===== src/hdl/asa_pkg.sv =====
//##########################################################################
// Shared types of the action-set stage. Eight egress ports and the field
// widths are fixed here. The fid_bits and tid_bits module parameters must
// stay equal to the widths of fid_t and tid_t.
//##########################################################################
`default_nettype none

package asa_pkg;

	typedef logic [2:0] sci_t;
	typedef logic [7:0] sci_vec_t;
	typedef logic [3:0] fid_t;
	typedef logic [3:0] tid_t;
	typedef logic [1:0] pri_t;
	typedef logic [15:0] time_t;
	typedef logic [7:0] sub_time_t;
	typedef logic [3:0] port_t;
	typedef logic [11:0] buf_ptr_t;
	typedef logic [3:0] domain_t;
	typedef logic [2:0] tclass_t;
	typedef logic [1:0] def_type_t;
	typedef logic [15:0] class_pri_t;
	typedef logic [6:0] tset_addr_t;

	typedef struct packed {
		logic invalid;
		sci_t sci;
	} ras_entry_t;

	// A cleared keep_flow means the classifier terminated the flow.
	typedef struct packed {
		logic keep_flow;
		logic exec_flow;
		logic exec_topic;
		logic allow_update;
		logic set_default;
		def_type_t default_type;
	} ras_flags_t;

	typedef struct packed {
		ras_flags_t flags;
		ras_entry_t [7:0] flow;
		ras_entry_t topic;
	} ras_t;

	typedef struct packed {
		fid_t fid;
		tid_t tid;
		sci_t rci;
		port_t src_port;
		port_t dst_port;
		buf_ptr_t buf_ptr;
		logic type1;
		domain_t domain_id;
		logic discard;
	} meta_t;

	typedef struct packed {
		logic allow_update_fas;
		logic allow_update_tas;
		logic allow_exec_forward;
		logic allow_fsas_forward;
		logic allow_tsas_forward;
		logic allow_mcast;
		logic allow_supervisor;
	} mask_on_t;

	typedef struct packed {
		domain_t domain_id;
		tclass_t tclass;
		mask_on_t mask_on;
	} policy_t;

	typedef struct packed {
		def_type_t default_type;
		sci_vec_t action_set;
	} action_t;

	typedef struct packed {
		port_t src_port;
		port_t dst_port;
		buf_ptr_t buf_ptr;
	} desc_t;

	typedef struct packed {
		sci_vec_t flow_vec;
		sci_vec_t topic_vec;
		logic flow_vec_any;
		logic topic_valid;
		sci_t topic_sci;
		ras_flags_t flags;
	} decode_t;

	function automatic sci_vec_t sci_onehot(input sci_t sci);
		sci_vec_t v;
		v = '0;
		v[sci] = 1'b1;
		return v;
	endfunction

endpackage

`default_nettype wire


===== src/hdl/asa_tables.sv =====
//##########################################################################
// Policy, flow action and topic action tables. Table writes are forwarded
// to the two reads in flight, so packets see the updates of the packets
// ahead of them. Policy writes are not forwarded.
//##########################################################################
`default_nettype none

module asa_tables
	import asa_pkg::*;
#(
	parameter int fid_bits = 4,
	parameter int tid_bits = 4
) (
	input wire clk,
	input wire reset,
	input wire policy_wr,
	input wire [fid_bits-1:0] policy_addr,
	input wire policy_t policy_data,
	input wire rd,
	input wire [fid_bits-1:0] rd_fid,
	input wire [tid_bits-1:0] rd_tid,
	input wire fa_wr,
	input wire [fid_bits-1:0] fa_waddr,
	input wire action_t fa_wdata,
	input wire ta_wr,
	input wire [tid_bits-1:0] ta_waddr,
	input wire sci_vec_t ta_wdata,
	output policy_t policy,
	output action_t flow_action,
	output sci_vec_t topic_action
);

	logic policy_wr_d;
	logic [fid_bits-1:0] policy_addr_d;
	policy_t policy_data_d;
	action_t fa_ram;
	sci_vec_t ta_ram;
	logic [fid_bits-1:0] fid1;
	logic [tid_bits-1:0] tid1;
	logic fa_hit1;
	logic ta_hit1;
	action_t fa_fwd1;
	sci_vec_t ta_fwd1;

	ram_1r1w #(.width($bits(policy_t)), .addr_bits(fid_bits)) policy_ram (
		.clk(clk),
		.wr(policy_wr_d),
		.waddr(policy_addr_d),
		.din(policy_data_d),
		.raddr(rd_fid),
		.dout(policy)
	);

	ram_1r1w #(.width($bits(action_t)), .addr_bits(fid_bits)) flow_ram (
		.clk(clk),
		.wr(fa_wr),
		.waddr(fa_waddr),
		.din(fa_wdata),
		.raddr(rd_fid),
		.dout(fa_ram)
	);

	ram_1r1w #(.width($bits(sci_vec_t)), .addr_bits(tid_bits)) topic_ram (
		.clk(clk),
		.wr(ta_wr),
		.waddr(ta_waddr),
		.din(ta_wdata),
		.raddr(rd_tid),
		.dout(ta_ram)
	);

	// A write in the same cycle as a read leaves the RAM output stale,
	// so the written data is kept for that read's data cycle.
	always_ff @(posedge clk) begin
		if (reset) begin
			policy_wr_d <= 1'b0;
			fa_hit1 <= 1'b0;
			ta_hit1 <= 1'b0;
		end else begin
			policy_wr_d <= policy_wr;
			fa_hit1 <= rd && fa_wr && (fa_waddr == rd_fid);
			ta_hit1 <= rd && ta_wr && (ta_waddr == rd_tid);
		end
	end

	always_ff @(posedge clk) begin
		policy_addr_d <= policy_addr;
		policy_data_d <= policy_data;
		fid1 <= rd_fid;
		tid1 <= rd_tid;
		fa_fwd1 <= fa_wdata;
		ta_fwd1 <= ta_wdata;
	end

	// The write of the current cycle is newer than the kept one.
	always_comb begin
		flow_action = fa_hit1 ? fa_fwd1 : fa_ram;
		if (fa_wr && (fa_waddr == fid1)) begin
			flow_action = fa_wdata;
		end
		topic_action = ta_hit1 ? ta_fwd1 : ta_ram;
		if (ta_wr && (ta_waddr == tid1)) begin
			topic_action = ta_wdata;
		end
	end

endmodule

`default_nettype wire


===== src/hdl/asa_top.sv =====
//##########################################################################
// Action-set stage. One packet per cycle, outputs three cycles after the
// input strobe. Configuration inputs must be held stable.
//##########################################################################
`default_nettype none

module asa_top
	import asa_pkg::*;
#(
	parameter int fid_bits = 4,
	parameter int tid_bits = 4
) (
	input wire clk,
	input wire reset,
	input wire policy_wr,
	input wire [fid_bits-1:0] policy_addr,
	input wire policy_t policy_data,
	input wire sci_t supervisor_sci,
	input wire class_pri_t class2pri,
	input wire sub_time_t default_sub_exp_time,
	input wire time_t current_time,
	input wire in_valid,
	input wire in_type3,
	input wire meta_t in_meta,
	input wire ras_t in_ras,
	output logic enq_req,
	output logic enq_discard,
	output logic enq_allow_mcast,
	output sci_vec_t enq_vec,
	output pri_t enq_pri,
	output desc_t enq_desc,
	output tid_t enq_tid,
	output logic tset_wr,
	output tset_addr_t tset_addr,
	output sub_time_t tset_data,
	output logic cls_valid,
	output fid_t cls_fid
);

	decode_t dec;
	logic dec_valid;
	logic dec_type3;
	meta_t dec_meta;
	sci_vec_t ingress_mask;
	policy_t policy;
	action_t flow_action;
	sci_vec_t topic_action;
	logic fa_wr;
	logic [fid_bits-1:0] fa_waddr;
	action_t fa_wdata;
	logic ta_wr;
	logic [tid_bits-1:0] ta_waddr;
	sci_vec_t ta_wdata;

	ras_decode decode (
		.clk(clk),
		.reset(reset),
		.in_valid(in_valid),
		.in_type3(in_type3),
		.in_meta(in_meta),
		.in_ras(in_ras),
		.dec(dec),
		.dec_valid(dec_valid),
		.dec_type3(dec_type3),
		.dec_meta(dec_meta),
		.ingress_mask(ingress_mask)
	);

	asa_tables #(.fid_bits(fid_bits), .tid_bits(tid_bits)) tables (
		.clk(clk),
		.reset(reset),
		.policy_wr(policy_wr),
		.policy_addr(policy_addr),
		.policy_data(policy_data),
		.rd(in_valid),
		.rd_fid(in_meta.fid),
		.rd_tid(in_meta.tid),
		.fa_wr(fa_wr),
		.fa_waddr(fa_waddr),
		.fa_wdata(fa_wdata),
		.ta_wr(ta_wr),
		.ta_waddr(ta_waddr),
		.ta_wdata(ta_wdata),
		.policy(policy),
		.flow_action(flow_action),
		.topic_action(topic_action)
	);

	forward_decide #(.fid_bits(fid_bits), .tid_bits(tid_bits)) decide (
		.clk(clk),
		.reset(reset),
		.dec(dec),
		.dec_valid(dec_valid),
		.dec_type3(dec_type3),
		.dec_meta(dec_meta),
		.ingress_mask(ingress_mask),
		.policy(policy),
		.flow_action(flow_action),
		.topic_action(topic_action),
		.supervisor_sci(supervisor_sci),
		.class2pri(class2pri),
		.current_time(current_time),
		.default_sub_exp_time(default_sub_exp_time),
		.fa_wr(fa_wr),
		.fa_waddr(fa_waddr),
		.fa_wdata(fa_wdata),
		.ta_wr(ta_wr),
		.ta_waddr(ta_waddr),
		.ta_wdata(ta_wdata),
		.cls_valid(cls_valid),
		.cls_fid(cls_fid),
		.enq_req(enq_req),
		.enq_discard(enq_discard),
		.enq_allow_mcast(enq_allow_mcast),
		.enq_vec(enq_vec),
		.enq_pri(enq_pri),
		.enq_desc(enq_desc),
		.enq_tid(enq_tid),
		.tset_wr(tset_wr),
		.tset_addr(tset_addr),
		.tset_data(tset_data)
	);

endmodule

`default_nettype wire


===== src/hdl/forward_decide.sv =====
//##########################################################################
// Forwarding decision. Table updates are registered from the read cycle
// and commit one cycle later; the enqueue and timer outputs follow a
// further cycle after that. There is no back-pressure.
//##########################################################################
`default_nettype none

module forward_decide
	import asa_pkg::*;
#(
	parameter int fid_bits = 4,
	parameter int tid_bits = 4
) (
	input wire clk,
	input wire reset,
	input wire decode_t dec,
	input wire dec_valid,
	input wire dec_type3,
	input wire meta_t dec_meta,
	input wire sci_vec_t ingress_mask,
	input wire policy_t policy,
	input wire action_t flow_action,
	input wire sci_vec_t topic_action,
	input wire sci_t supervisor_sci,
	input wire class_pri_t class2pri,
	input wire time_t current_time,
	input wire sub_time_t default_sub_exp_time,
	output logic fa_wr,
	output logic [fid_bits-1:0] fa_waddr,
	output action_t fa_wdata,
	output logic ta_wr,
	output logic [tid_bits-1:0] ta_waddr,
	output sci_vec_t ta_wdata,
	output logic cls_valid,
	output fid_t cls_fid,
	output logic enq_req,
	output logic enq_discard,
	output logic enq_allow_mcast,
	output sci_vec_t enq_vec,
	output pri_t enq_pri,
	output desc_t enq_desc,
	output tid_t enq_tid,
	output logic tset_wr,
	output tset_addr_t tset_addr,
	output sub_time_t tset_data
);

	logic drop;
	logic learn;
	logic fa_vec_wr;
	logic fa_def_wr;
	logic ta_learn;
	action_t fa_next;

	logic valid_d;
	logic type3_d;
	logic drop_d;
	meta_t meta_d;
	decode_t dec_d;
	policy_t policy_d;
	action_t fa_d;
	sci_vec_t ta_d;
	sci_vec_t mask_d;
	time_t time_d;

	logic use_eflow;
	sci_vec_t vec_std;
	sci_vec_t vec_type3;
	sci_vec_t sup_mask;
	logic discard;
	time_t exp_time;

	// Update decision, taken on the table data of the read cycle.
	always_comb begin
		drop = dec_meta.discard || (dec_meta.type1 && (dec_meta.domain_id != '0) &&
			(dec_meta.domain_id != policy.domain_id));
		learn = dec_valid && !dec_type3 && !drop && dec.flags.keep_flow;
		fa_vec_wr = learn && dec.flags.exec_flow && dec.flags.allow_update &&
			policy.mask_on.allow_update_fas && dec.flow_vec_any;
		fa_def_wr = learn && dec.flags.set_default && policy.mask_on.allow_update_fas;
		ta_learn = learn && dec.flags.exec_topic && dec.topic_valid &&
			policy.mask_on.allow_update_tas;
		fa_next.default_type = fa_def_wr ? dec.flags.default_type : flow_action.default_type;
		fa_next.action_set = fa_vec_wr ? dec.flow_vec : flow_action.action_set;
	end

	always_ff @(posedge clk) begin
		if (reset) begin
			fa_wr <= 1'b0;
			ta_wr <= 1'b0;
			cls_valid <= 1'b0;
			valid_d <= 1'b0;
			enq_req <= 1'b0;
			tset_wr <= 1'b0;
		end else begin
			fa_wr <= fa_vec_wr || fa_def_wr;
			ta_wr <= ta_learn;
			cls_valid <= dec_valid && dec.flags.keep_flow;
			valid_d <= dec_valid;
			enq_req <= valid_d;
			tset_wr <= ta_wr;
		end
	end

	always_ff @(posedge clk) begin
		fa_waddr <= dec_meta.fid;
		fa_wdata <= fa_next;
		ta_waddr <= dec_meta.tid;
		ta_wdata <= topic_action | dec.topic_vec;
		cls_fid <= dec_meta.tid;
		type3_d <= dec_type3;
		drop_d <= drop;
		meta_d <= dec_meta;
		dec_d <= dec;
		policy_d <= policy;
		fa_d <= flow_action;
		ta_d <= topic_action;
		mask_d <= ingress_mask;
		time_d <= current_time;
	end

	// Forwarding uses the stored actions as they were before this packet's update.
	always_comb begin
		use_eflow = dec_d.flags.exec_flow && dec_d.flags.allow_update &&
			policy_d.mask_on.allow_exec_forward;
		vec_std = '0;
		if (dec_d.flags.exec_topic && policy_d.mask_on.allow_exec_forward) begin
			vec_std = vec_std | dec_d.topic_vec;
		end
		if (use_eflow) begin
			vec_std = vec_std | dec_d.flow_vec;
		end
		if (dec_d.flags.exec_topic && policy_d.mask_on.allow_tsas_forward) begin
			vec_std = vec_std | ta_d;
		end
		if (policy_d.mask_on.allow_fsas_forward && !use_eflow) begin
			vec_std = vec_std | fa_d.action_set;
		end
		vec_type3 = '0;
		if (fa_d.default_type[0] && policy_d.mask_on.allow_tsas_forward) begin
			vec_type3 = vec_type3 | ta_d;
		end
		if (fa_d.default_type[1] && policy_d.mask_on.allow_fsas_forward) begin
			vec_type3 = vec_type3 | fa_d.action_set;
		end
		sup_mask = policy_d.mask_on.allow_supervisor ? '1 : ~sci_onehot(supervisor_sci);
		if (type3_d) begin
			discard = drop_d || (fa_d.default_type == 2'b00);
		end else begin
			discard = drop_d || !(dec_d.flags.exec_flow || dec_d.flags.exec_topic);
		end
		exp_time = time_d + {default_sub_exp_time, 8'h00};
	end

	always_ff @(posedge clk) begin
		enq_discard <= discard;
		enq_allow_mcast <= policy_d.mask_on.allow_mcast;
		enq_vec <= (type3_d ? vec_type3 : vec_std) & mask_d & sup_mask;
		enq_pri <= class2pri[2 * policy_d.tclass +: 2];
		enq_desc.src_port <= meta_d.src_port;
		enq_desc.dst_port <= meta_d.dst_port;
		enq_desc.buf_ptr <= meta_d.buf_ptr;
		enq_tid <= meta_d.tid;
		tset_addr <= {meta_d.tid, dec_d.topic_sci};
		tset_data <= exp_time[15:8];
	end

endmodule

`default_nettype wire


===== src/hdl/ram_1r1w.sv =====
//##########################################################################
// One-read one-write RAM with a registered read, cleared at start-up.
// A read of the address being written returns the old data.
//##########################################################################
`default_nettype none

module ram_1r1w #(
	parameter int width = 8,
	parameter int addr_bits = 4
) (
	input wire clk,
	input wire wr,
	input wire [addr_bits-1:0] waddr,
	input wire [width-1:0] din,
	input wire [addr_bits-1:0] raddr,
	output logic [width-1:0] dout
);

	logic [width-1:0] mem [2**addr_bits] = '{default: '0};

	always_ff @(posedge clk) begin
		if (wr) begin
			mem[waddr] <= din;
		end
		dout <= mem[raddr];
	end

endmodule

`default_nettype wire


===== src/hdl/ras_decode.sv =====
//##########################################################################
// Decodes the rule action set into port vectors one cycle after the
// packet strobe. Invalid entries contribute no port.
//##########################################################################
`default_nettype none

module ras_decode
	import asa_pkg::*;
(
	input wire clk,
	input wire reset,
	input wire in_valid,
	input wire in_type3,
	input wire meta_t in_meta,
	input wire ras_t in_ras,
	output decode_t dec,
	output logic dec_valid,
	output logic dec_type3,
	output meta_t dec_meta,
	output sci_vec_t ingress_mask
);

	sci_vec_t flow_or;
	logic [7:0] flow_valid;
	decode_t dec_next;

	always_comb begin
		flow_or = '0;
		for (int i = 0; i < 8; i++) begin
			flow_valid[i] = !in_ras.flow[i].invalid;
			if (flow_valid[i]) begin
				flow_or = flow_or | sci_onehot(in_ras.flow[i].sci);
			end
		end
	end

	always_comb begin
		dec_next.flow_vec = flow_or;
		dec_next.flow_vec_any = |flow_valid;
		dec_next.topic_valid = !in_ras.topic.invalid;
		dec_next.topic_vec = in_ras.topic.invalid ? '0 : sci_onehot(in_ras.topic.sci);
		dec_next.topic_sci = in_ras.topic.sci;
		dec_next.flags = in_ras.flags;
	end

	always_ff @(posedge clk) begin
		if (reset) begin
			dec_valid <= 1'b0;
		end else begin
			dec_valid <= in_valid;
		end
	end

	// The packet may not be sent back out of the port it came in on.
	always_ff @(posedge clk) begin
		dec <= dec_next;
		dec_type3 <= in_type3;
		dec_meta <= in_meta;
		ingress_mask <= ~sci_onehot(in_meta.rci);
	end

endmodule

`default_nettype wire


===== config.mk =====
export PLATFORM = sky130hd
export DESIGN_NAME = asa_top
export DESIGN_NICKNAME = d
export VERILOG_FILES = /design/src/hdl/asa_pkg.sv /design/src/hdl/asa_tables.sv /design/src/hdl/asa_top.sv /design/src/hdl/forward_decide.sv /design/src/hdl/ram_1r1w.sv /design/src/hdl/ras_decode.sv
export SDC_FILE = /design/constraint.sdc
export NUM_CORES = 1
export LEC_CHECK = 0
export BUFFER_PORTS_ARGS = -buffer_cell sky130_fd_sc_hd__buf_2
export CAP_MARGIN = 20
export CORE_MARGIN = 2
export CORE_UTILIZATION = 45
export CTS_CLUSTER_DIAMETER = 40
export CTS_CLUSTER_SIZE = 12
export DETAILED_ROUTE_END_ITERATION = 8
export PLACE_DENSITY_LB_ADDON = 0.05
export SYNTH_ARGS = -nofsm -noshare
export SYNTH_HDL_FRONTEND = slang
export SYNTH_HIERARCHICAL = 1
export SYNTH_SLANG_ARGS = --single-unit

===== constraint.sdc =====
create_clock -name clk -period 4.1 [get_ports clk]
set_clock_uncertainty 0.15 [all_clocks]
set_input_delay 0.41 -clock clk [delete_from_list [all_inputs] [get_ports clk]]
set_output_delay 0.41 -clock clk [all_outputs]
set_load 0.05 [all_outputs]

Yosys cells after proc, flatten, opt, wreduce, memory -nomap -nowiden:

Memories as Yosys holds them, arrays and structs flattened. A register that Yosys moved wholly into a read port is not among the register bits.
Cells that the tools add are included.

* output and inout port bits: 58
* register bits: 288
* memory bits (writable): 512
* logic and storage cells: 240
* memories: 3
* input port bits: 146

* muxes and demuxes: 51
* add/sub/neg operators: 1
* reductions and logical operators: 60
* eq/ne operators: 5
* bitwise operators: 16
* shift-type cells: 1
* magnitude comparators: 22

Memories
* tables.policy_ram.mem: words 16, width 14, rd ports 1, clocked after memory_dff 1, write ports 1, RTL line ram_1r1w.sv:19 `logic [width-1:0] mem [2**addr_bits] = '{default: '0};`
* tables.flow_ram.mem: words 16, width 10, rd ports 1, clocked after memory_dff 1, write ports 1, RTL line ram_1r1w.sv:19
* tables.topic_ram.mem: words 16, width 8, rd ports 1, clocked after memory_dff 1, write ports 1, RTL line ram_1r1w.sv:19

Operators with widths (count)
* $mux 8: 19
* $or 8x8->8: 12
* $lt 3x4->1 const B: 11
* $logic_and 1x1->1: 39
* $demux 1 s3: 11
* $ge 3x1->1 const B: 11
* $mux 10: 2
* $mux 1: 18
* $add 16x16->16: 1
* $and 8x8->8: 2
* $eq 4x4->1: 4
* $not 8->8: 2
* $shiftx 16x5->2: 1
* $logic_not 1->1: 13
* $reduce_or 8->1: 1
* $logic_or 1x1->1: 5
* $ne 4x4->1: 1
* $reduce_bool 4->1: 1
* $logic_not 2->1: 1
* $mux 2: 1

Logic depth before layout (Yosys ltp):

Gate-level depths: netlist of run 1.

* word-level depth: 19
* mapped depth: 7
* gate-level depth less buffers: 7

By module:

The synthesis of run 1 kept the hierarchy.

Modules (own cells, without submodules)
* ram_1r1w at tables.policy_ram: instances 1, seq. area each 7006.7 um^2, cells an instance 379, area an instance 8763.4 um^2
* ram_1r1w at tables.flow_ram: instances 1, seq. area each 5004.8 um^2, cells an instance 279, area an instance 6353.6 um^2
* ram_1r1w at tables.topic_ram: instances 1, seq. area each 4003.8 um^2, cells an instance 229, area an instance 5147.4 um^2
* forward_decide: instances 1, seq. area each 3303.2 um^2, cells an instance 348, area an instance 4662.0 um^2
* ras_decode: instances 1, seq. area each 1501.4 um^2, cells an instance 192, area an instance 2245.9 um^2
* asa_tables: instances 1, seq. area each 940.9 um^2, cells an instance 111, area an instance 1579.0 um^2

Worst setup path after synthesis of run 1:

OpenSTA, ideal clock, no wires.

* kind: register to register
* start: reg tables.policy_wr_d
* end: mem tables/policy_ram/mem[0][0] in the netlist's numbering (enable)
* setup slack: 1.797 ns
* arrival: 1.750 ns
* period minus slack after synthesis: 2.303 ns
* setup time: 0.403 ns
* cell stages (with the launch flop): 3
* cell sequence: dfxtp_1 or3b_1 nor3_1

* cells in the longest elaborated chain, start to end: 2

Ends and longest elaborated chain
* start: declaration: RTL line asa_tables.sv:33 `logic policy_wr_d;`
* start signal: assignment: RTL line asa_tables.sv:80 `policy_wr_d <= policy_wr;`
* $mux 1: RTL line ram_1r1w.sv:22 `if (wr) begin`
* $mux 1 (not written as such): RTL line ram_1r1w.sv:23 `mem[waddr] <= din;`
* end: declaration: RTL line ram_1r1w.sv:19

Every way passes these cells.

Worst setup path in the final report of run 1:

* start: reg tables.policy_wr_d
* end: mem tables/policy_ram/mem[2][1] in the netlist's numbering (enable)

The elaborated chain is that of the path after synthesis.

==> results.sh, run 1 <==
export IMPL_status="completed"
export IMPL_cp_cell_sequence="or3b_1 > nor2_1 > buf_4"
export IMPL_p_sw_share_pct=22.1
export IMPL_htree_levels=3
export IMPL_grt_pass1_wl_mm=95.2
export IMPL_drc=0
export IMPL_post_route_period_util_pct=60.1
export IMPL_dp_hpwl_mm=39.3
export IMPL_grt_max_degree=45
export IMPL_cp_max_fo=8
export IMPL_drv_cap=0
export IMPL_coreArea_um2=63100
export IMPL_pwr_share_comb_pct=5.0
export IMPL_max_freq_mhz=406
export IMPL_cts_tree="done"
export IMPL_die_area_um2=65800
export IMPL_cts_made_buffers=110
export IMPL_wl_per_cell_um=21.9
export IMPL_p_leak_nw=12.7
export IMPL_syn_to_final_growth_pct=23.2
export IMPL_end_kind="register"
export IMPL_cts_resized=0
export IMPL_fp_dieW_um=257
export IMPL_drv_slew=0
export IMPL_p_switching_mw=4.39
export IMPL_cts_root_buf="clkbuf_16"
export IMPL_cp_data_arrival_time_ns=2.65
export IMPL_initial_core_util_pct=45.5
export IMPL_nNetsFinal=2066
export IMPL_drt_vias_per_instance=5.29
export IMPL_slowest_stage="nor2_1"
export IMPL_min_period_ns=2.47
export IMPL_drive_gt1_share_pct=30.4
export IMPL_drtAntennaViolNets=0
export IMPL_synth_area_um2=28700
export IMPL_peakVddDrop_mv=0.355
export IMPL_grt_pass1_vias=15800
export IMPL_grt_antenna_before_repair=1
export IMPL_drt_wl_total_mm=62.6
export IMPL_vias=15100
export IMPL_crit_type="reg -> reg"
export IMPL_cts_max_path_buffers=3
export IMPL_die_h_um=257
export IMPL_ctsHoldBuffers=88
export IMPL_gr_total_overflow=0
export IMPL_slew_headroom_pct=27.4
export IMPL_crit_path_start_kind="register"
export IMPL_io_pins=204
export IMPL_globalplace_congestion=0.903
export IMPL_setup_viol=0
export IMPL_avgSynthCellArea_um2=18.7
export IMPL_power_internal_mw=15.5
export IMPL_clock_power_share_pct=47.6
export IMPL_clkSinkCount=828
export IMPL_tightest_slew_ns=1.09
export IMPL_crit_family="simple AND/OR/NAND/NOR gates"
export IMPL_worst_path_buf_inv=1
export IMPL_fin_cells=2855
export IMPL_pwr_share_seq_pct=47.4
export IMPL_clkLatencyLatePin_ns=0.65
export IMPL_clkSlewWorstSetupHoldPaths_ns=0.05
export IMPL_ys_warn_count=6
export IMPL_cpPeakStageDelay_ns=0.84
export IMPL_grt_usage_pct=19.3
export IMPL_finalSetupTns_ns=0
export IMPL_hold_viol=0
export IMPL_rows=92
export IMPL_numPlacedInstances=2553
export IMPL_synth_nets=1689
export IMPL_drt_iter0_drc=1018
export IMPL_dr_pass1_iters=5
export IMPL_cts_setup_buffers=0
export IMPL_hp_class="in -> reg"
export IMPL_diodes=0
export IMPL_grt_setup_unrepaired="false"
export IMPL_synth_cells=1535
export IMPL_critPathRequiredTime_ns=4.28
export IMPL_io_buffers=195
export IMPL_p_per_area_nw_per_um2=562
state kept, by name, indices dropped and copies added (netlist names), 10 cells and up:
signal / count
tables/flow_ram/mem: 160
decide/meta_d: 24
decide/enq_desc: 20
tables/flow_ram/dout: 10
decode/dec: 28
tables/fa_fwd1: 10
tables/policy_data_d: 14
decide/fa_d: 10
tables/policy_ram/mem: 224
tables/topic_ram/mem: 128
decide/dec_d: 22
tables/policy_ram/dout: 14
decode/dec_meta: 34
decide/fa_wdata: 10
cells in the final DEF (no fill, tap or decap), types with 14 or more instances in the layout:
cell / n
a21oi_1: 19
mux4_2: 106
nand2_1: 57
nor2b_1: 23
clkbuf_16: 112
buf_4: 41
dlygate4sd3_1: 88
edfxtp_1: 512
clkinv_2: 15
nor2_1: 67
dfxtp_1: 316
buf_2: 193
mux4_1: 26
clkbuf_1: 14
mux2_2: 48
inv_6: 15
a22oi_1: 75
nand3b_1: 15
nand2b_1: 22
nor3_1: 20
layout make-up:
| type | instances | area [um2] |
|---|---|---|
| clock inverter | 72 | 739 |
| tap | 846 | 1060 |
| inverter | 7 | 26.3 |
| timing repair buffer | 327 | 2240 |
| multi-input combinational | 638 | 6570 |
| fill | 5035 | 27700 |
| clock buffer | 137 | 3010 |
| sequential | 828 | 21700 |
metrics by stage:
step | area, um2 | total power, mW | setup slack (ns) | util, % | hold WS [ns]
detailed placement | 30700 | 10.5 | 1.50 | 48.6 | 0.162
CTS | 35300 | 20.1 | 1.59 | 56.0 | 0.00258
floorplan | 28700 | 10.1 | 1.80 | - | 0.160
finish | 35300 | 19.9 | 1.63 | 56.0 | 0.0368
global placement | 30700 | 10.5 | 1.48 | 48.6 | 0.160
global route | 35300 | 20.6 | 1.48 | 56.0 | 0.0441
worst paths after layout:
path                                 startpoint                                    end  slack (ns)  cells past startpoint
setup / recovery  tables/policy_wr_d$_SDFF_PP0_  tables/policy_ram/mem[2][1]$_DFFE_PP_        1.63                      3
setup reg to reg  tables/policy_wr_d$_SDFF_PP0_  tables/policy_ram/mem[2][1]$_DFFE_PP_        1.63                      3
hold / removal                       in_ras[33]                 decode/dec[23]$_DFF_P_        0.04                      3
hold reg to reg     decode/dec_meta[29]$_DFF_P_              decide/meta_d[29]$_DFF_P_        0.17                      0
worst min-delay path, delay by kind of cell:
kind                   cells  cell delay [ns]
buffers and inverters      1             0.13
and+or+nand+nor            2             0.23
power by group through the flow:
stage,Clock [mW],Combinational [mW],Sequential (mW)
4_1_cts,9.66,1.01,9.42
5_1_grt,10.0,1.08,9.45
3_5_place_dp,0,0.940,9.59
3_3_place_gp,0,0.937,9.57
6_report,9.46,1.00,9.41
2_1_floorplan,0,0.513,9.62
routing by layer:
| layer | share of wire [%] | vias up | track usage, % |
|---|---|---|---|
| li1 | - | 6841 | - |
| met1 | 44 | 7709 | 26.5 |
| met2 | 48 | 439 | 31.5 |
| met3 | 5.9 | 109 | 3.43 |
| met4 | 2.1 | 0 | 5.75 |
| met5 | 0 | - | 0 |
No activity file was read; power rests on OpenSTA's default activity.
==> run 2: changes to the inputs <==
==> constraint.sdc (replaced) <==
create_clock -name clk -period 2 [get_ports clk]
set_clock_uncertainty 0.15 [all_clocks]
set_input_delay 0.2 -clock clk [delete_from_list [all_inputs] [get_ports clk]]
set_output_delay 0.2 -clock clk [all_outputs]
set_load 0.05 [all_outputs]
==> run 2 against run 1 <==
The run now ends with negative hold slack left. Core utilization grew 2.9 points. Non-clock buffer count grew 139. Cell count grew 4.9%. Sequential share of layout area shrank 3.0 points. Combinational power grew 150%. Critical path depth grew 4. Total power grew 110%. Cell area grew 5.1%. Clock power grew 120%. Worst setup slack lost 1.6 ns. Critical path type is now in -> reg. Largest cell class unchanged. Largest power group unchanged.
==> results.sh, run 2 (synthesis gave the netlist of run 1 again) <==
export IMPL_drv_slew=0
export IMPL_critPathRequiredTime_ns=2.42
export IMPL_finalSetupTns_ns=0
export IMPL_largest_reg_flops=224
export IMPL_globalplace_congestion=0.898
export IMPL_nNetsFinal=2207
export IMPL_hold_viol=1
export IMPL_num_fill_cells=4852
export IMPL_reg2reg_slack_ns=0.11
export IMPL_coreArea_um2=63100
export IMPL_grt_max_degree=36
export IMPL_clkSinkCount=828
export IMPL_cp_max_fo=4
export IMPL_io_buffers=195
export IMPL_drc=0
export IMPL_drv_cap=0
export IMPL_peakVddDrop_mv=0.776
export IMPL_slew_headroom_pct=28.1
export IMPL_final_common_cell="edfxtp_1"
export IMPL_min_period_ns=1.98
export IMPL_wl_per_cell_um=21.8
export IMPL_whs_ns=-0.0593
export IMPL_setup_viol=0
export IMPL_drt_iter0_drc=1085
export IMPL_cts_max_path_buffers=3
export IMPL_failed_checks="negative hold slack"
export IMPL_status="finished with violations"
export IMPL_grt_pass1_vias=16400
export IMPL_crit_type="in -> reg"
export IMPL_fp_dieW_um=257
export IMPL_ff2ff_path_depth=5
export IMPL_grt_pass1_wl_mm=98.1
export IMPL_top_register="tables/policy_ram/mem"
export IMPL_clkLatencyLatePin_ns=0.65
export IMPL_gr_total_overflow=0
export IMPL_grt_usage_pct=19.9
export IMPL_max_freq_mhz=506
export IMPL_post_route_period_util_pct=98.8
export IMPL_vias=15600
export IMPL_diodes=0
export IMPL_hold_path_depth=4
export IMPL_cts_root_buf="clkbuf_16"
export IMPL_drive_gt1_share_pct=32.7
export IMPL_p_leak_nw=13.5
export IMPL_grt_antenna_before_repair=3
export IMPL_die_h_um=257
export IMPL_cts_made_buffers=112
export IMPL_end_kind="register"
export IMPL_drt_vias_per_instance=5.22
export IMPL_final_cell_mix="edfxtp_1, dfxtp_1, buf_2, dlygate4sd3_1, clkbuf_16"
export IMPL_io_pins=204
export IMPL_crit_path_start_kind="primary input"
export IMPL_initial_core_util_pct=45.5
export IMPL_rows=92
export IMPL_die_area_um2=65800
export IMPL_clkSlewWorstSetupHoldPaths_ns=0.05
export IMPL_tightest_slew_ns=1.08
export IMPL_top_regs="tables/policy_ram/mem (224), tables/flow_ram/mem (160), tables/topic_ram/mem (128)"
export IMPL_htree_levels=3
export IMPL_p_per_area_nw_per_um2=1140
export IMPL_cts_tree="done"
export IMPL_syn_to_final_growth_pct=29.5
export IMPL_drt_wl_total_mm=65.3
export IMPL_dp_hpwl_mm=41.4
export IMPL_power_mw=42.3
export IMPL_drtAntennaViolNets=0
export IMPL_cp_data_arrival_time_ns=2.40
export IMPL_dr_pass1_iters=5
export IMPL_hp_class="in -> reg"
## run 2: cell types whose count changed in the layout (fill, tap and decap cells not counted), sizes merged, moves of 6 or more
cell,delta
clkinv,-12
buf,+69
clkinvlp,+8
dlygate4sd3,+69
clkbuf,+6
## run 2: path summary, 6_finish.rpt
kind                                             startpoint                     endpoint
worst min-delay path                              in_ras[9]       decode/dec[20]$_DFF_P_
worst max-delay path                             in_ras[35]       decode/dec[21]$_DFF_P_
worst min register to register  decode/dec_meta[19]$_DFF_P_    decide/meta_d[19]$_DFF_P_
worst max register to register     decide/time_d[8]$_DFF_P_  decide/tset_data[2]$_DFF_P_
## run 2: critical path, cell delays in order
cell and delay (ns):
dlygate4sd3_1 0.53, buf_2 0.14, nor2_2 0.18, nand3b_1 0.11, dlygate4sd3_1 0.58, nand4_1 0.10, dlygate4sd3_1 0.56
## run 2: routing by layer
layer  vias to the layer above  global-route usage, %  share of wire (%)
li1                       7122                      -                  -
met1                      7985                   27.1                 44
met2                       420                   32.9                 49
met3                       100                   3.34                5.0
met4                         0                   6.33                2.1
met5                         -                      0                  0
## run 2: cell type report
type,count,area [um2],area share [%]
Clock buffer,143,3190,8.59
Clock inverter,68,836,2.25
Inverter,7,26.3,0.0707
Multi-Input combinational cell,638,6640,17.9
Sequential cell,828,21700,58.4
Tap cell,846,1060,2.85
Timing Repair Buffer,466,3690,9.94
## run 2: through the flow
step / hold WS, ns / utilization (%) / setup WS [ns] / instances / cell area [um2]
4_1_cts: 0.00168 / 58.7 / 0.0111 / 2992 / 37000
2_1_floorplan: 0.0777 / - / -0.00658 / 1535 / 28700
5_1_grt: -0.0357 / 58.9 / -0.00268 / 2996 / 37100
3_5_place_dp: 0.154 / 49.9 / 0.0312 / 2626 / 31500
6_report: -0.0593 / 58.9 / 0.0249 / 2996 / 37100
3_3_place_gp: 0.152 / 49.9 / 0.0296 / 2626 / 31500
## run 2: where the power goes
| part | switching [mW] | leakage (nW) | total, mW | internal (mW) |
|---|---|---|---|---|
| sequential | 0.404 | 7.27 | 19.2 | 18.8 |
| clock | 7.47 | 1.93 | 20.7 | 13.2 |
| combinational | 1.36 | 4.32 | 2.47 | 1.11 |
## run 2: repair_timing
item,in CTS,in global routing
hold buffers,155,7
endpoints found under the hold margin,128,2
buffers inserted,0,1
endpoints found under the setup margin,0,18
gates resized for setup,0,13
==> run 3: changes to the inputs <==
==> constraint.sdc (replaced) <==
create_clock -name clk -period 2 [get_ports clk]
set_clock_uncertainty 0.15 [all_clocks]
set_input_delay 0.3 -clock clk [delete_from_list [all_inputs] [get_ports clk]]
set_output_delay 0.3 -clock clk [all_outputs]
set_load 0.05 [all_outputs]
==> run 3 against run 2 <==
The run now ends clean. Cell area fell by 0.95%. Worst setup slack got worse by 0.014 ns. Routed wire length down 1.0%. Combinational power shrank 3%. Worst hold slack improved by 0.071 ns. Critical path depth decreased by 1. Cell count shrank 0.37%. Critical path type unchanged.
==> results.sh, run 3 (synthesis gave the netlist of run 1 again) <==
export IMPL_critPathRequiredTime_ns=2.37
export IMPL_io_buffers=195
export IMPL_clkLatencyLatePin_ns=0.66
export IMPL_final_util_pct=58.3
export IMPL_rows=92
export IMPL_cts_setup_buffers=0
export IMPL_crit_path_start_kind="primary input"
export IMPL_ff2ff_path_depth=5
export IMPL_cts_root_buf="clkbuf_16"
export IMPL_cp_endpoint="decode/dec[24]$_DFF_P_"
export IMPL_crit_type="in -> reg"
export IMPL_top_register="tables/policy_ram/mem"
export IMPL_grt_pass1_wl_mm=97.3
export IMPL_end_kind="register"
export IMPL_cts_tree="done"
export IMPL_hp_class="in -> reg"
export IMPL_dp_hpwl_mm=41.6
export IMPL_htree_levels=3
export IMPL_p_per_area_nw_per_um2=1130
export IMPL_vias=15600
export IMPL_grt_setup_unrepaired="false"
export IMPL_grt_pass1_vias=16200
export IMPL_final_common_cell="edfxtp_1"
export IMPL_nNetsFinal=2191
export IMPL_fin_cells=2985
export IMPL_drive_gt1_share_pct=32.4
export IMPL_power_mw=41.6
export IMPL_syn_to_final_growth_pct=28.2
export IMPL_reg2reg_slack_ns=0.09
export IMPL_drt_wl_total_mm=64.6
export IMPL_top_regs="tables/policy_ram/mem (224), tables/flow_ram/mem (160), tables/topic_ram/mem (128)"
export IMPL_drt_vias_per_instance=5.21
export IMPL_p_leak_nw=13.4
export IMPL_drv_cap=0
export IMPL_reg2reg_to="decide/fa_wdata[7]$_DFF_P_"
export IMPL_post_route_period_util_pct=99.4
export IMPL_worstSetupStartpoint="in_ras[18]"
export IMPL_globalplace_congestion=0.902
export IMPL_hold_viol=0
export IMPL_cp_max_fo=5
export IMPL_largest_reg_flops=224
export IMPL_io_pins=204
export IMPL_drt_iter0_drc=1150
export IMPL_grt_usage_pct=19.7
export IMPL_min_period_ns=1.99
export IMPL_numPlacedInstances=2624
export IMPL_gr_total_overflow=0
export IMPL_initial_core_util_pct=45.5
export IMPL_tightest_slew_ns=1.06
export IMPL_grt_antenna_before_repair=2
export IMPL_clkSlewWorstSetupHoldPaths_ns=0.05
export IMPL_dr_pass1_iters=5
export IMPL_drc=0
export IMPL_timing_rr_start="decide/fa_waddr[0]$_DFF_P_"
export IMPL_status="completed"
export IMPL_slew_headroom_pct=29.4
export IMPL_setup_viol=0
export IMPL_max_freq_mhz=503
export IMPL_clkSinkCount=828
export IMPL_drtAntennaViolNets=0
export IMPL_peakVddDrop_mv=0.735
export IMPL_fp_dieW_um=257
export IMPL_wl_per_cell_um=21.7
export IMPL_coreArea_um2=63100
export IMPL_diodes=0
export IMPL_die_h_um=257
export IMPL_die_area_um2=65800
export IMPL_grt_max_degree=36
export IMPL_cts_made_buffers=114
export IMPL_cts_max_path_buffers=3
export IMPL_cp_data_arrival_time_ns=2.36
export IMPL_drv_slew=0
export IMPL_final_cell_mix="edfxtp_1, dfxtp_1, buf_2, dlygate4sd3_1, clkbuf_16"
## run 3: cell types whose count changed in the layout (fill, tap and decap cells not counted), sizes merged
cell,delta
inv,+6
clkinvlp,+1
clkbuf,+1
buf,-5
dlygate4sd3,-13
bufinv,-7
clkinv,+6
## run 3: repair_timing
item                       CTS  global route
setup endpoints to repair    6             5
hold buffers               141             6
pin swaps                    1             2
cloned                       0             0
gates resized for setup      0             7
hold endpoints to repair   123             2
## run 3: worst min path at each step
| stage | startpoint | endpoint | slack [ns] | cells past startpoint |
|---|---|---|---|---|
| final | in_ras[19] | decode/dec[26]$_DFF_P_ | 0.01 | 3 |
| after global routing | in_ras[20] | decode/dec[25]$_DFF_P_ | 0.06 | 4 |
| after global placement | decode/dec_meta[33]$_DFF_P_ | decide/fa_waddr[0]$_DFF_P_ | 0.16 | 0 |
| after floorplan | decode/dec_meta[35]$_DFF_P_ | decide/fa_waddr[2]$_DFF_P_ | 0.16 | 0 |
| after CTS | in_ras[20] | decode/dec[25]$_DFF_P_ | 0.01 | 4 |
| after detailed placement | decode/dec_meta[35]$_DFF_P_ | decide/fa_waddr[2]$_DFF_P_ | 0.16 | 0 |
## run 3: per-stage QoR
step           TNS (ns)  hold WS [ns]  area (um2)  setup slack, ns
2_1_floorplan   -0.0658         0.160       28700         -0.00658
3_3_place_gp    -0.0322         0.160       31400          -0.0322
3_5_place_dp    -0.0300         0.162       31400          -0.0180
4_1_cts               0        0.0133       36700           0.0148
5_1_grt               0        0.0581       36800          0.00229
6_report              0        0.0117       36800           0.0114
## run 3: report_power, final
group          leakage [nW]  switching (mW)  internal [mW]  total, mW
Clock                  1.89            7.61           12.3       20.0
Sequential             7.27           0.418           18.8       19.2
Combinational          4.24            1.33           1.07       2.39
Total                  13.4            9.35           32.2       41.6
## run 3: layout make-up
class	instances	area [um2]
Multi-Input combinational cell	638	6590
Clock inverter	74	721
Tap cell	846	1060
Fill cell	4891	26300
Inverter	7	26.3
Clock buffer	144	3180
Sequential cell	828	21700
Timing Repair Buffer	448	3510
## run 3: worst max-delay path, stage by stage
cell	delay, ns
dlygate4sd3_1	0.54
buf_2	0.15
nand2b_1	0.10
dlygate4sd3_1	0.56
o2111ai_1	0.11
dlygate4sd3_1	0.59
## run 3: per-layer routing
metal | wire (um) | global-route usage (%) | share of wire (%)
met1 | 28200 | 27.0 | 44
met2 | 31800 | 32.5 | 49
met3 | 3570 | 3.40 | 5.5
met4 | 1050 | 5.68 | 1.6
met5 | 0 | 0 | 0
